--- config.mk ---
export PLATFORM = sky130hd
export DESIGN_NAME = weight_buffer
export DESIGN_NICKNAME = d
export VERILOG_FILES = /design/src/source/weight_geom_pkg.sv /design/src/source/weight_bank_pkg.sv /design/src/source/weight_bank.sv /design/src/source/weight_bank_sel.sv /design/src/source/weight_buffer.sv /design/src/source/weight_load_ctrl.sv
export SDC_FILE = /design/constraint.sdc
export NUM_CORES = 2
export LEC_CHECK = 0
export BUFFER_PORTS_ARGS = -buffer_cell sky130_fd_sc_hd__buf_2
export CAP_MARGIN = 20
export CORE_MARGIN = 2
export CORE_UTILIZATION = 50
export DETAILED_ROUTE_END_ITERATION = 7
export PLACE_DENSITY = 0.66
export RECOVER_POWER = 100
export SKIP_CTS_REPAIR_TIMING = 1
export SYNTH_ARGS = -nofsm -noshare
export SYNTH_HDL_FRONTEND = slang
export SYNTH_SLANG_ARGS = --single-unit
--- constraint.sdc ---
create_clock -name clk -period 8.85 [get_ports clk]
set_input_delay 1.77 -clock clk [delete_from_list [all_inputs] [get_ports clk]]
set_output_delay 1.77 -clock clk [all_outputs]
set_load 0.01 [all_outputs]
--- src/source/weight_geom_pkg.sv ---
// tile geometry of the weight buffer and the load sizes derived from it, shared by the RTL
`default_nettype none

package weight_geom_pkg;

    localparam int KERNEL_DIM = 3;  // kernel side K
    localparam int TILE_IN    = 4;  // Tm, input channels per tile
    localparam int TILE_OUT   = 4;  // Tn, output channels per tile

    // bank grid, one bank per (output group, input group)
    localparam int IN_GROUPS  = 4;  // X
    localparam int OUT_GROUPS = 4;  // Y

    // words before the input group advances
    localparam int KERNEL_WORDS = KERNEL_DIM * KERNEL_DIM;
    // words before the output group advances
    localparam int BLOCK_WORDS  = KERNEL_WORDS * TILE_IN;
    // one complete load, Tm*Tn*K*K
    localparam int LOAD_WORDS   = BLOCK_WORDS * TILE_OUT;

    localparam int LOAD_CNT_W   = 8;
    localparam int KERNEL_CNT_W = $clog2(KERNEL_WORDS);
    localparam int BLOCK_CNT_W  = $clog2(BLOCK_WORDS);

    // last value of each position counter, sized to the counter
    localparam logic [KERNEL_CNT_W-1:0] KERNEL_LAST = KERNEL_CNT_W'(KERNEL_WORDS - 1);
    localparam logic [BLOCK_CNT_W-1:0]  BLOCK_LAST  = BLOCK_CNT_W'(BLOCK_WORDS - 1);
    localparam logic [LOAD_CNT_W-1:0]   LOAD_LAST   = LOAD_CNT_W'(LOAD_WORDS - 1);

endpackage

`default_nettype wire

--- src/source/weight_bank_pkg.sv ---
// bank sizes, word widths and the bank select word shared by the selector, banks and checker
`default_nettype none

package weight_bank_pkg;

    localparam int DATA_W      = 16;  // weight word
    localparam int BANK_COUNT  = weight_geom_pkg::IN_GROUPS * weight_geom_pkg::OUT_GROUPS;
    localparam int BANK_DEPTH  = weight_geom_pkg::LOAD_WORDS / BANK_COUNT;  // 9 words
    localparam int BANK_ADDR_W = 4;
    localparam int BANK_SEL_W  = $clog2(BANK_COUNT);
    localparam int GROUP_W     = 2;  // one channel group index

    localparam logic [GROUP_W-1:0] IN_GROUP_LAST  = GROUP_W'(weight_geom_pkg::IN_GROUPS - 1);
    localparam logic [GROUP_W-1:0] OUT_GROUP_LAST = GROUP_W'(weight_geom_pkg::OUT_GROUPS - 1);

    // output group in the high bits so the flat id walks input groups first
    typedef struct packed {
        logic [GROUP_W-1:0] out_group;
        logic [GROUP_W-1:0] in_group;
    } weight_bank_pair_t;

    // same four bits seen as a bank number or as a group pair
    typedef union packed {
        logic [BANK_SEL_W-1:0] id;
        weight_bank_pair_t     pair;
    } weight_bank_sel_t;

endpackage

`default_nettype wire

--- src/source/weight_bank.sv ---
// one weight bank, written in order from a moving pointer and read through a registered port
`default_nettype none

module weight_bank (
    input  logic                                    clk,
    input  logic                                    rst,
    input  logic                                    conv_tile_reset,
    input  logic                                    wr_en,
    input  logic [weight_bank_pkg::DATA_W-1:0]      wr_data,
    input  logic [weight_bank_pkg::BANK_ADDR_W-1:0] rd_addr,
    output logic [weight_bank_pkg::DATA_W-1:0]      rd_data
);

    logic [weight_bank_pkg::DATA_W-1:0]      mem [weight_bank_pkg::BANK_DEPTH];
    logic [weight_bank_pkg::BANK_ADDR_W-1:0] wr_ptr;  // next slot to fill

    // words arrive in kernel order, so the pointer just counts up
    always_ff @(posedge clk or posedge rst) begin
        if (rst) begin
            wr_ptr <= '0;
        end else if (conv_tile_reset) begin
            wr_ptr <= '0;  // next tile starts at slot 0
        end else if (wr_en) begin
            wr_ptr <= wr_ptr + 1'b1;
        end
    end

    always_ff @(posedge clk) begin
        if (wr_en) begin
            mem[wr_ptr] <= wr_data;
        end
    end

    // one cycle read latency
    always_ff @(posedge clk) begin
        rd_data <= mem[rd_addr];
    end

    // the selector must not hand this bank more than its share of a load
    no_overfill: assert property (
        @(posedge clk) disable iff (rst)
        wr_en |-> int'(wr_ptr) < weight_bank_pkg::BANK_DEPTH
    ) else $error("write to full weight bank");

endmodule

`default_nettype wire

--- src/source/weight_bank_sel.sv ---
// tracks kernel and block position of each popped word and steers it to one weight bank
`default_nettype none

module weight_bank_sel (
    input  logic                                     clk,
    input  logic                                     rst,
    input  logic                                     conv_tile_reset,
    input  logic                                     weight_fifo_pop,
    input  logic [weight_bank_pkg::DATA_W-1:0]       weight_fifo_data,
    output logic [weight_bank_pkg::BANK_COUNT-1:0]   bank_wr_en,    // one-hot or zero
    output logic [weight_bank_pkg::DATA_W-1:0]       bank_wr_data
);

    logic [weight_geom_pkg::KERNEL_CNT_W-1:0] kernel_cnt;  // word within the kernel
    logic [weight_geom_pkg::BLOCK_CNT_W-1:0]  block_cnt;   // word within the block
    logic [weight_bank_pkg::GROUP_W-1:0]      in_group;
    logic [weight_bank_pkg::GROUP_W-1:0]      out_group;
    logic                                     kernel_end;
    logic                                     block_end;

    weight_bank_pkg::weight_bank_sel_t cur_sel;

    assign kernel_end = (kernel_cnt == weight_geom_pkg::KERNEL_LAST);
    assign block_end  = (block_cnt == weight_geom_pkg::BLOCK_LAST);

    // kernel and block word counters
    always_ff @(posedge clk or posedge rst) begin
        if (rst) begin
            kernel_cnt <= '0;
            block_cnt  <= '0;
        end else if (conv_tile_reset) begin
            kernel_cnt <= '0;
            block_cnt  <= '0;
        end else if (weight_fifo_pop) begin
            kernel_cnt <= kernel_end ? '0 : kernel_cnt + 1'b1;
            block_cnt  <= block_end ? '0 : block_cnt + 1'b1;
        end
    end

    // input group steps after every kernel, wraps at IN_GROUPS
    always_ff @(posedge clk or posedge rst) begin
        if (rst) begin
            in_group <= '0;
        end else if (conv_tile_reset) begin
            in_group <= '0;
        end else if (weight_fifo_pop && kernel_end) begin
            if (in_group == weight_bank_pkg::IN_GROUP_LAST) begin
                in_group <= '0;
            end else begin
                in_group <= in_group + 1'b1;
            end
        end
    end

    // output group steps after every block, wraps at OUT_GROUPS
    always_ff @(posedge clk or posedge rst) begin
        if (rst) begin
            out_group <= '0;
        end else if (conv_tile_reset) begin
            out_group <= '0;
        end else if (weight_fifo_pop && block_end) begin
            if (out_group == weight_bank_pkg::OUT_GROUP_LAST) begin
                out_group <= '0;
            end else begin
                out_group <= out_group + 1'b1;
            end
        end
    end

    // pack the pair, read back the flat bank number
    always_comb begin
        cur_sel.pair.out_group = out_group;
        cur_sel.pair.in_group  = in_group;
    end

    always_ff @(posedge clk or posedge rst) begin
        if (rst) begin
            bank_wr_en <= '0;
        end else begin
            bank_wr_en <= '0;
            if (weight_fifo_pop) begin
                bank_wr_en[cur_sel.id] <= 1'b1;
            end
        end
    end

    // data travels with its enable
    always_ff @(posedge clk) begin
        if (weight_fifo_pop) begin
            bank_wr_data <= weight_fifo_data;
        end
    end

    // block position is the whole kernels passed plus the word within the kernel
    counters_in_step: assert property (
        @(posedge clk) disable iff (rst)
        int'(block_cnt) == int'(in_group) * weight_geom_pkg::KERNEL_WORDS + int'(kernel_cnt)
    ) else $error("block_cnt out of step with in_group and kernel_cnt");

endmodule

`default_nettype wire

--- src/source/weight_buffer.sv ---
// weight buffer top level, loads a tile of weights from a FIFO into sixteen readable banks
`default_nettype none

module weight_buffer (
    input  logic clk,
    input  logic rst,

    // load control
    input  logic weight_load_start,
    input  logic conv_tile_reset,
    output logic weight_load_done,

    // FIFO side
    input  logic                                    weight_fifo_empty,
    input  logic [weight_bank_pkg::DATA_W-1:0]      weight_fifo_data,
    output logic                                    weight_fifo_pop,

    // read side, indexed by flat bank number
    input  logic [weight_bank_pkg::BANK_COUNT-1:0][weight_bank_pkg::BANK_ADDR_W-1:0] rd_addr,
    output logic [weight_bank_pkg::BANK_COUNT-1:0][weight_bank_pkg::DATA_W-1:0]      rd_data
);

    logic [weight_bank_pkg::BANK_COUNT-1:0] bank_wr_en;
    logic [weight_bank_pkg::DATA_W-1:0]     bank_wr_data;

    weight_load_ctrl weight_load_ctrl_inst (
        .clk               (clk),
        .rst               (rst),
        .weight_load_start (weight_load_start),
        .conv_tile_reset   (conv_tile_reset),
        .weight_fifo_empty (weight_fifo_empty),
        .weight_fifo_pop   (weight_fifo_pop),
        .weight_load_done  (weight_load_done)
    );

    weight_bank_sel weight_bank_sel_inst (
        .clk              (clk),
        .rst              (rst),
        .conv_tile_reset  (conv_tile_reset),
        .weight_fifo_pop  (weight_fifo_pop),
        .weight_fifo_data (weight_fifo_data),
        .bank_wr_en       (bank_wr_en),
        .bank_wr_data     (bank_wr_data)
    );

    // bank b holds output group b/4, input group b%4
    for (genvar b = 0; b < weight_bank_pkg::BANK_COUNT; b++) begin : g_bank
        weight_bank weight_bank_inst (
            .clk             (clk),
            .rst             (rst),
            .conv_tile_reset (conv_tile_reset),
            .wr_en           (bank_wr_en[b]),
            .wr_data         (bank_wr_data),  // shared, enable picks the bank
            .rd_addr         (rd_addr[b]),
            .rd_data         (rd_data[b])
        );
    end

endmodule

`default_nettype wire

--- src/source/weight_load_ctrl.sv ---
// load session control, drives the weight FIFO pop and flags when a full tile is loaded
`default_nettype none

module weight_load_ctrl (
    input  logic clk,
    input  logic rst,
    input  logic weight_load_start,   // one-cycle pulse
    input  logic conv_tile_reset,     // rewinds for the next tile
    input  logic weight_fifo_empty,
    output logic weight_fifo_pop,
    output logic weight_load_done
);

    logic                                  load_active;
    logic [weight_geom_pkg::LOAD_CNT_W-1:0] load_cnt;  // pops so far

    // active from the edge after start until done
    always_ff @(posedge clk or posedge rst) begin
        if (rst) begin
            load_active <= 1'b0;
        end else if (weight_load_start) begin
            load_active <= 1'b1;
        end else if (weight_load_done) begin
            load_active <= 1'b0;
        end
    end

    // first-word-fall-through, an empty FIFO just stalls the load
    assign weight_fifo_pop = load_active && !weight_fifo_empty && !weight_load_done;

    always_ff @(posedge clk or posedge rst) begin
        if (rst) begin
            load_cnt         <= '0;
            weight_load_done <= 1'b0;
        end else if (conv_tile_reset) begin
            load_cnt         <= '0;
            weight_load_done <= 1'b0;
        end else if (weight_fifo_pop) begin
            load_cnt <= load_cnt + 1'b1;
            if (load_cnt == weight_geom_pkg::LOAD_LAST) begin
                weight_load_done <= 1'b1;  // rises on the edge of the last pop
            end
        end
    end

    // done marks exactly a fully counted load
    done_at_full_count: assert property (
        @(posedge clk) disable iff (rst)
        weight_load_done == (load_cnt == weight_geom_pkg::LOAD_WORDS)
    ) else $error("weight_load_done out of step with load_cnt");

    // done holds until the tile is rewound
    done_sticky: assert property (
        @(posedge clk) disable iff (rst)
        weight_load_done && !conv_tile_reset |=> weight_load_done
    ) else $error("weight_load_done dropped before conv_tile_reset");

endmodule

`default_nettype wire

; Word level (Yosys, flattened, before mapping)
; Memories as Yosys holds them, arrays and structs flattened. A register that Yosys moved wholly into a read port is not among the register bits.
; Index checks and enable logic that the tools add are counted.
[word_totals]
elab_cells = 184
mem_count = 16
register_bits = 120
output_inout_bits = 258
inputBits = 85
ram_bits = 2304
[classes]
n_eq_ne = 5
n_mux = 86
addsub = 21
n_reduce_logical = 29
magnitude_cmp = 2
[mem_list]
columns = name, words, width, rd, rd_clocked_by_memory_dff, write_ports, line_no
row1 = g_bank[0].weight_bank_inst.mem, 9, 16, 1, 1, 1, weight_bank.sv:14  ; logic [weight_bank_pkg::DATA_W-1:0] mem [weight_bank_pkg::BANK_DEPTH];
row2 = g_bank[10].weight_bank_inst.mem, 9, 16, 1, 1, 1, weight_bank.sv:14
row3 = g_bank[11].weight_bank_inst.mem, 9, 16, 1, 1, 1, weight_bank.sv:14
row4 = g_bank[12].weight_bank_inst.mem, 9, 16, 1, 1, 1, weight_bank.sv:14
row5 = g_bank[13].weight_bank_inst.mem, 9, 16, 1, 1, 1, weight_bank.sv:14
row6 = g_bank[14].weight_bank_inst.mem, 9, 16, 1, 1, 1, weight_bank.sv:14
row7 = +10 memories, n/a, n/a, n/a, n/a, n/a, n/a
[ops]
columns = operator, count
row1 = 4-bit 2-to-1 mux, 35
row2 = "4-bit by 1-bit adder with 4-bit output, second input constant", 17
row3 = 2-bit nonzero test, 21
row4 = 1-bit 2-to-1 mux, 38
row5 = 6-bit 2-to-1 mux, 3
row6 = 16-bit 2-to-1 mux, 1
row7 = 8-bit 2-to-1 mux, 2
row8 = 2-bit 2-to-1 mux, 6
row9 = "8-bit by 1-bit adder with 8-bit output, second input constant", 1
row10 = "8-bit == test, second input constant", 1
row11 = "6-bit by 1-bit adder with 6-bit output, second input constant", 1
row12 = "6-bit == test, second input constant", 1
row13 = 1-bit logical AND, 5
row14 = "4-bit by 5-bit < comparator with 1-bit output, second input constant", 1
row15 = "2-bit by 1-bit adder with 2-bit output, second input constant", 2
row16 = 1-bit demux with 4-bit select, 1
row17 = "2-bit == test, second input constant", 2
row18 = "4-bit == test, second input constant", 1
row19 = "4-bit by 1-bit greater-or-equal comparator with 1-bit output, second input constant", 1
row20 = 1-bit logical NOT, 2
row21 = 2-bit AND reduction, 1

; Logic depth before layout (Yosys ltp)
[depth]
depth_word = 6
depth_mapped = 6
mapped_depth_nobuf = 6

; Cells and area by module
; Synthesis repeated with hierarchy kept, for this count alone.
[hier_totals]
cells_unflattened = 5658
area_unflattened_um2 = 102751.0
[modules_own_cells]
columns = mod, cells_per_inst, area_each_um2, instances, seq_area_each_um2
row1 = weight_bank (g_bank[14].weight_bank_inst ...), 342, 6277.3, 11, 4744.6
row2 = weight_bank (g_bank[0].weight_bank_inst ...), 342, 6276.0, 5, 4744.6
row3 = weight_bank_sel, 135, 1829.3, 1, 1231.2
row4 = weight_load_ctrl, 51, 491.7, 1, 250.2

; Least setup slack after synthesis
; Ideal clock, no wire load.
[synth_path]
path_type = input to output
start = in weight_fifo_empty
end = out weight_fifo_pop
t_arrival_ns = 2.772
slack_ns = 4.308
required_time_ns = 7.080
path_buffers = 2
cell_stages = 4
cell_sequence = or3b_4 > inv_2 > buf_4 > buf_2
[synth_via]
elab_chain_len = 3
[synth_lines]
columns = item, line_no
row1 = from (decl), weight_buffer.sv:14  ; input logic weight_fifo_empty,
row2 = 1-bit logical NOT, weight_load_ctrl.sv:29  ; assign weight_fifo_pop = load_active && !weight_fifo_empty && !weight_load_done;
row3 = 1-bit logical AND (2 in a row), weight_load_ctrl.sv:29
row4 = to (decl), weight_buffer.sv:16  ; output logic weight_fifo_pop,
; Every way passes these cells.

==> summary.md <==
| Metric | Value |
|---|---|
| End point of the worst hold path | g_bank[0].weight_bank_inst.rd_data[9] |
| Clock period minus final worst setup slack | 5.58 ns |
| Count of input and output buffers | 342 |
| Sequential area share after synthesis | 0.768 |
| Peak fanout along the critical path | 57 |
| Routed length per placed instance | 24.4 microns |
| Number of design-rule violations left by the first detailed-router iteration | 4016 |
| Final Skew | 0.0444 ns |
| Worst R2R Path Depth | 2 |
| DR vias/cell | 5.63 |
| Final setup TNS | 0 ns |
| YS warnings | 0 |
| Mapped Area | 101000 sq um |
| Post-synthesis sequential element count | 2680 |
| Final setup violation count | 0 |
| Clk Latency, worst-skew pair | 0.91 ns |
| Grt ovf | 0 |
| Maximum number of pins on one net before global-route repair | 145 |
| Initial antenna violation count | 12 |
| Detailed-route via count | 50399 |
| Register cell area after layout | 77400 sq um |
| Reg clk slew, reported paths | 0.06 ns |
| Die footprint | 205000 sq um |
| Placed instance area | 105000 sq um |
| Final clock period utilization by the worst path | 0.630 |
| Wire length of the first global-routing pass | 323000 microns |
| Arrival time worst endpoint | 5.89 ns |
| Startpoint class of the critical path | primary input |
| Buffer cell driving the clock tree root | sky130_fd_sc_hd__clkbuf_16 |
| Maximum clock path buffer count | 4 |
| Post-synth EDFFs | 2320 |
| Status | finished with violations |
| Launch point of the worst path | rst |
| Synthesized area per cell | 17.9 sq um |
| Final Instance Count excl. Fillers | 8952 |
| Total instance count after detailed placement | 8432 |
| Total detailed-routing wirelength | 219000 microns |
| Distinct cell type count after synthesis | 49 |
| Worst min-delay path class | reg2reg |
| Number of antenna-violating nets in the routed design | 0 |
| Class of the most critical setup path | in2async |
| IR drop worst, VDD | 0.189 mV |
| Height of the die | 453 microns |
| Aggregate global-route resource usage | 0.210 |
| Kind of end point of the critical path | async pin |
| Max_slew headroom | -2.18 |
| Sink Count | 2680 |
| Fraction of registers with async set/reset | 0.0388 |
| Worst hold path cell count | 2 |
| Startpoint of the worst-slack reg-to-reg timing path | weight_bank_sel_inst.bank_wr_data[0] |
| Post-layout nets | 6239 |
| Area of combinational cells with multiple inputs | 21600 sq um |
| Total Power Consumption | 26800 uW |
| Area added between synthesis and finish | 12.6% |
| TritonCTS buffer count | 291 |
| Detailed-route DRC error count | 0 |
| CTS HTree Levels | 5 |
| TritonCTS clock tree | done |
| Violated checks | max-capacitance violations, max-slew violations |
| Initial Utilization | 0.504 |
| Floorplan die width | 453 microns |
| Slack of the worst reg-to-reg path | 3.38 ns |
| Vias in the first global route | 51016 |
| Count of mapped cells out of synthesis | 5641 |
| Syn_nets | 5802 |
| Hold Violations, Final | 0 |
| Max frequency | 0.179 GHz |
| Count of fill cells added during filler insertion | 15367 |
| Top-Level Pins | 343 |
| Most frequent cells in the layout | 2320 x sky130_fd_sc_hd__edfxtp_1, 573 x sky130_fd_sc_hd__mux2i_1, 463 x sky130_fd_sc_hd__mux2_2 |
| Power Dens Cells | 236 nW/um^2 |
| Placeable Area | 200000 sq um |
| Num rows | 164 |
| Leakage dissipation | 0.0389 uW |
| Actual slew at the worst max-slew pin | 4.77 ns |
| Post-layout instance area | 114000 sq um |
| Worst hold start | g_bank[0].weight_bank_inst.mem[8][9] |
| Data required time at the worst endpoint | 9.16 ns |
| Commonest non-fill, non-tap cell in the layout | sky130_fd_sc_hd__edfxtp_1 |
| Final max-slew violation count | 2405 |
| Unrepaired setup endpoints after global routing | no |
| HPWL reported at the end of detailed placement | 122000 microns |
| Pre-antenna DRT Iters | 5 |
| Last weighted congestion value of the routability-driven placer | 0.767 |
| Worst R2R End | g_bank[9].weight_bank_inst.mem[8][0] |
| Ratio of cells with drive above 1 in the final layout | 0.158 |
| Most used flip-flop cell after synthesis | sky130_fd_sc_hd__edfxtp_1 |
| Total of max-cap violations | 52 |
-- cells in the mapped netlist (4+ instances only) --
master                        n  area (sq um)
sky130_fd_sc_hd__nor3_1       8          40.0
sky130_fd_sc_hd__and3_1      18           113
sky130_fd_sc_hd__a21oi_1      9          45.0
sky130_fd_sc_hd__ha_1        76           951
sky130_fd_sc_hd__nor3b_1     17           128
sky130_fd_sc_hd__xnor2_1     21           184
sky130_fd_sc_hd__mux2i_1    573          5740
sky130_fd_sc_hd__a221o_1    235          2350
sky130_fd_sc_hd__nand4_1     20           125
sky130_fd_sc_hd__o21ai_1     70           350
sky130_fd_sc_hd__buf_2       33           165
sky130_fd_sc_hd__mux4_2      21           473
sky130_fd_sc_hd__o22ai_1    235          1470
sky130_fd_sc_hd__xor2_1      38           333
sky130_fd_sc_hd__buf_6       49           552
sky130_fd_sc_hd__buf_4       59           443
sky130_fd_sc_hd__and4b_1     15           150
sky130_fd_sc_hd__inv_1       41           154
sky130_fd_sc_hd__clkbuf_2     6          30.0
sky130_fd_sc_hd__nand2_1    327          1230
sky130_fd_sc_hd__mux2_2     470          5290
sky130_fd_sc_hd__edfxtp_1  2320         69700
sky130_fd_sc_hd__o21ai_0    189           946
sky130_fd_sc_hd__nor2_1     121           454
sky130_fd_sc_hd__nand2b_1    25           156
sky130_fd_sc_hd__dfxtp_1    256          5120
sky130_fd_sc_hd__nor2b_1     26           163
sky130_fd_sc_hd__clkbuf_1   109           409
sky130_fd_sc_hd__buf_1        7          26.3
sky130_fd_sc_hd__and2_1     119           744
sky130_fd_sc_hd__dfrtp_1    104          2600
sky130_fd_sc_hd__and3b_1      4          35.0
-- how the worst max path moves through the flow --
stage                                                  to  slack, ns
finish              g_bank[15].weight_bank_inst.wr_ptr[2]       3.27
CTS                                       weight_fifo_pop       4.32
global route        g_bank[15].weight_bank_inst.wr_ptr[2]       2.28
global placement                          weight_fifo_pop       4.31
floorplan                                 weight_fifo_pop       4.31
detailed placement                        weight_fifo_pop       4.32
-- final cells by class --
cell class / instances / area share
inverter: 42 / 0.00140
clock buffer: 418 / 0.0740
antenna: 7 / 0.000154
tap: 2656 / 0.0293
clock inverter: 86 / 0.00783
timing repair buffer: 408 / 0.0154
sequential: 2680 / 0.681
multi-input combinational: 2655 / 0.190
-- cells by family after synthesis --
family	synth area share
flip-flops	0.768
multiplexers	0.114
AO/OA/AOI/OAI	0.0515
AND/OR/NAND/NOR	0.0344
buffers and inverters	0.0178
adder cells (fa/ha/maj)	0.00943
XOR/XNOR	0.00513
-- stage by stage --
stage / hold slack [ns] / setup slack, ns / util
4_1_cts: 0.432 / 4.32 / 0.570
6_report: 0.426 / 3.27 / 0.568
5_1_grt: 0.452 / 2.28 / 0.568
3_3_place_gp: 0.430 / 4.31 / 0.523
3_5_place_dp: 0.431 / 4.32 / 0.524
2_1_floorplan: 0.418 / 4.31 / -
-- routing by layer --
layer  global-route usage  vias to the layer above  wire length, microns
li1                     -                    22949                     -
met1                0.286                    25825                 94700
met2                0.351                     1243                108000
met3               0.0298                      382                  9890
met4               0.0678                        0                  6360
met5                    0                        -                     0
-- state kept, by name, indices dropped and copies added, names as in the netlist --
signal / count
weight_load_ctrl_inst.load_active: 1
weight_load_ctrl_inst.load_cnt: 8
g_bank.weight_bank_inst.rd_data: 256
weight_bank_sel_inst.kernel_cnt: 4
g_bank.weight_bank_inst.wr_ptr: 64
weight_bank_sel_inst.block_cnt: 6
weight_load_ctrl_inst.weight_load_done: 1
weight_bank_sel_inst.bank_wr_en: 16
weight_bank_sel_inst.in_group: 2
g_bank.weight_bank_inst.mem: 2304
weight_bank_sel_inst.out_group: 2
weight_bank_sel_inst.bank_wr_data: 16
-- power breakdown --
| group | leakage (uW) | switching [uW] | internal, uW |
|---|---|---|---|
| logic | 0.00982 | 725 | 379 |
| clock network | 0.00456 | 4710 | 7100 |
| registers | 0.0245 | 70.6 | 13900 |
| total | 0.0389 | 5500 | 21300 |
-- critical path, stage by stage --
cell and delay (ns):
sky130_fd_sc_hd__clkbuf_1 0.14, sky130_fd_sc_hd__clkinvlp_2 1.63, sky130_fd_sc_hd__clkbuf_1 2.26
(Power assumes the default switching activity.)
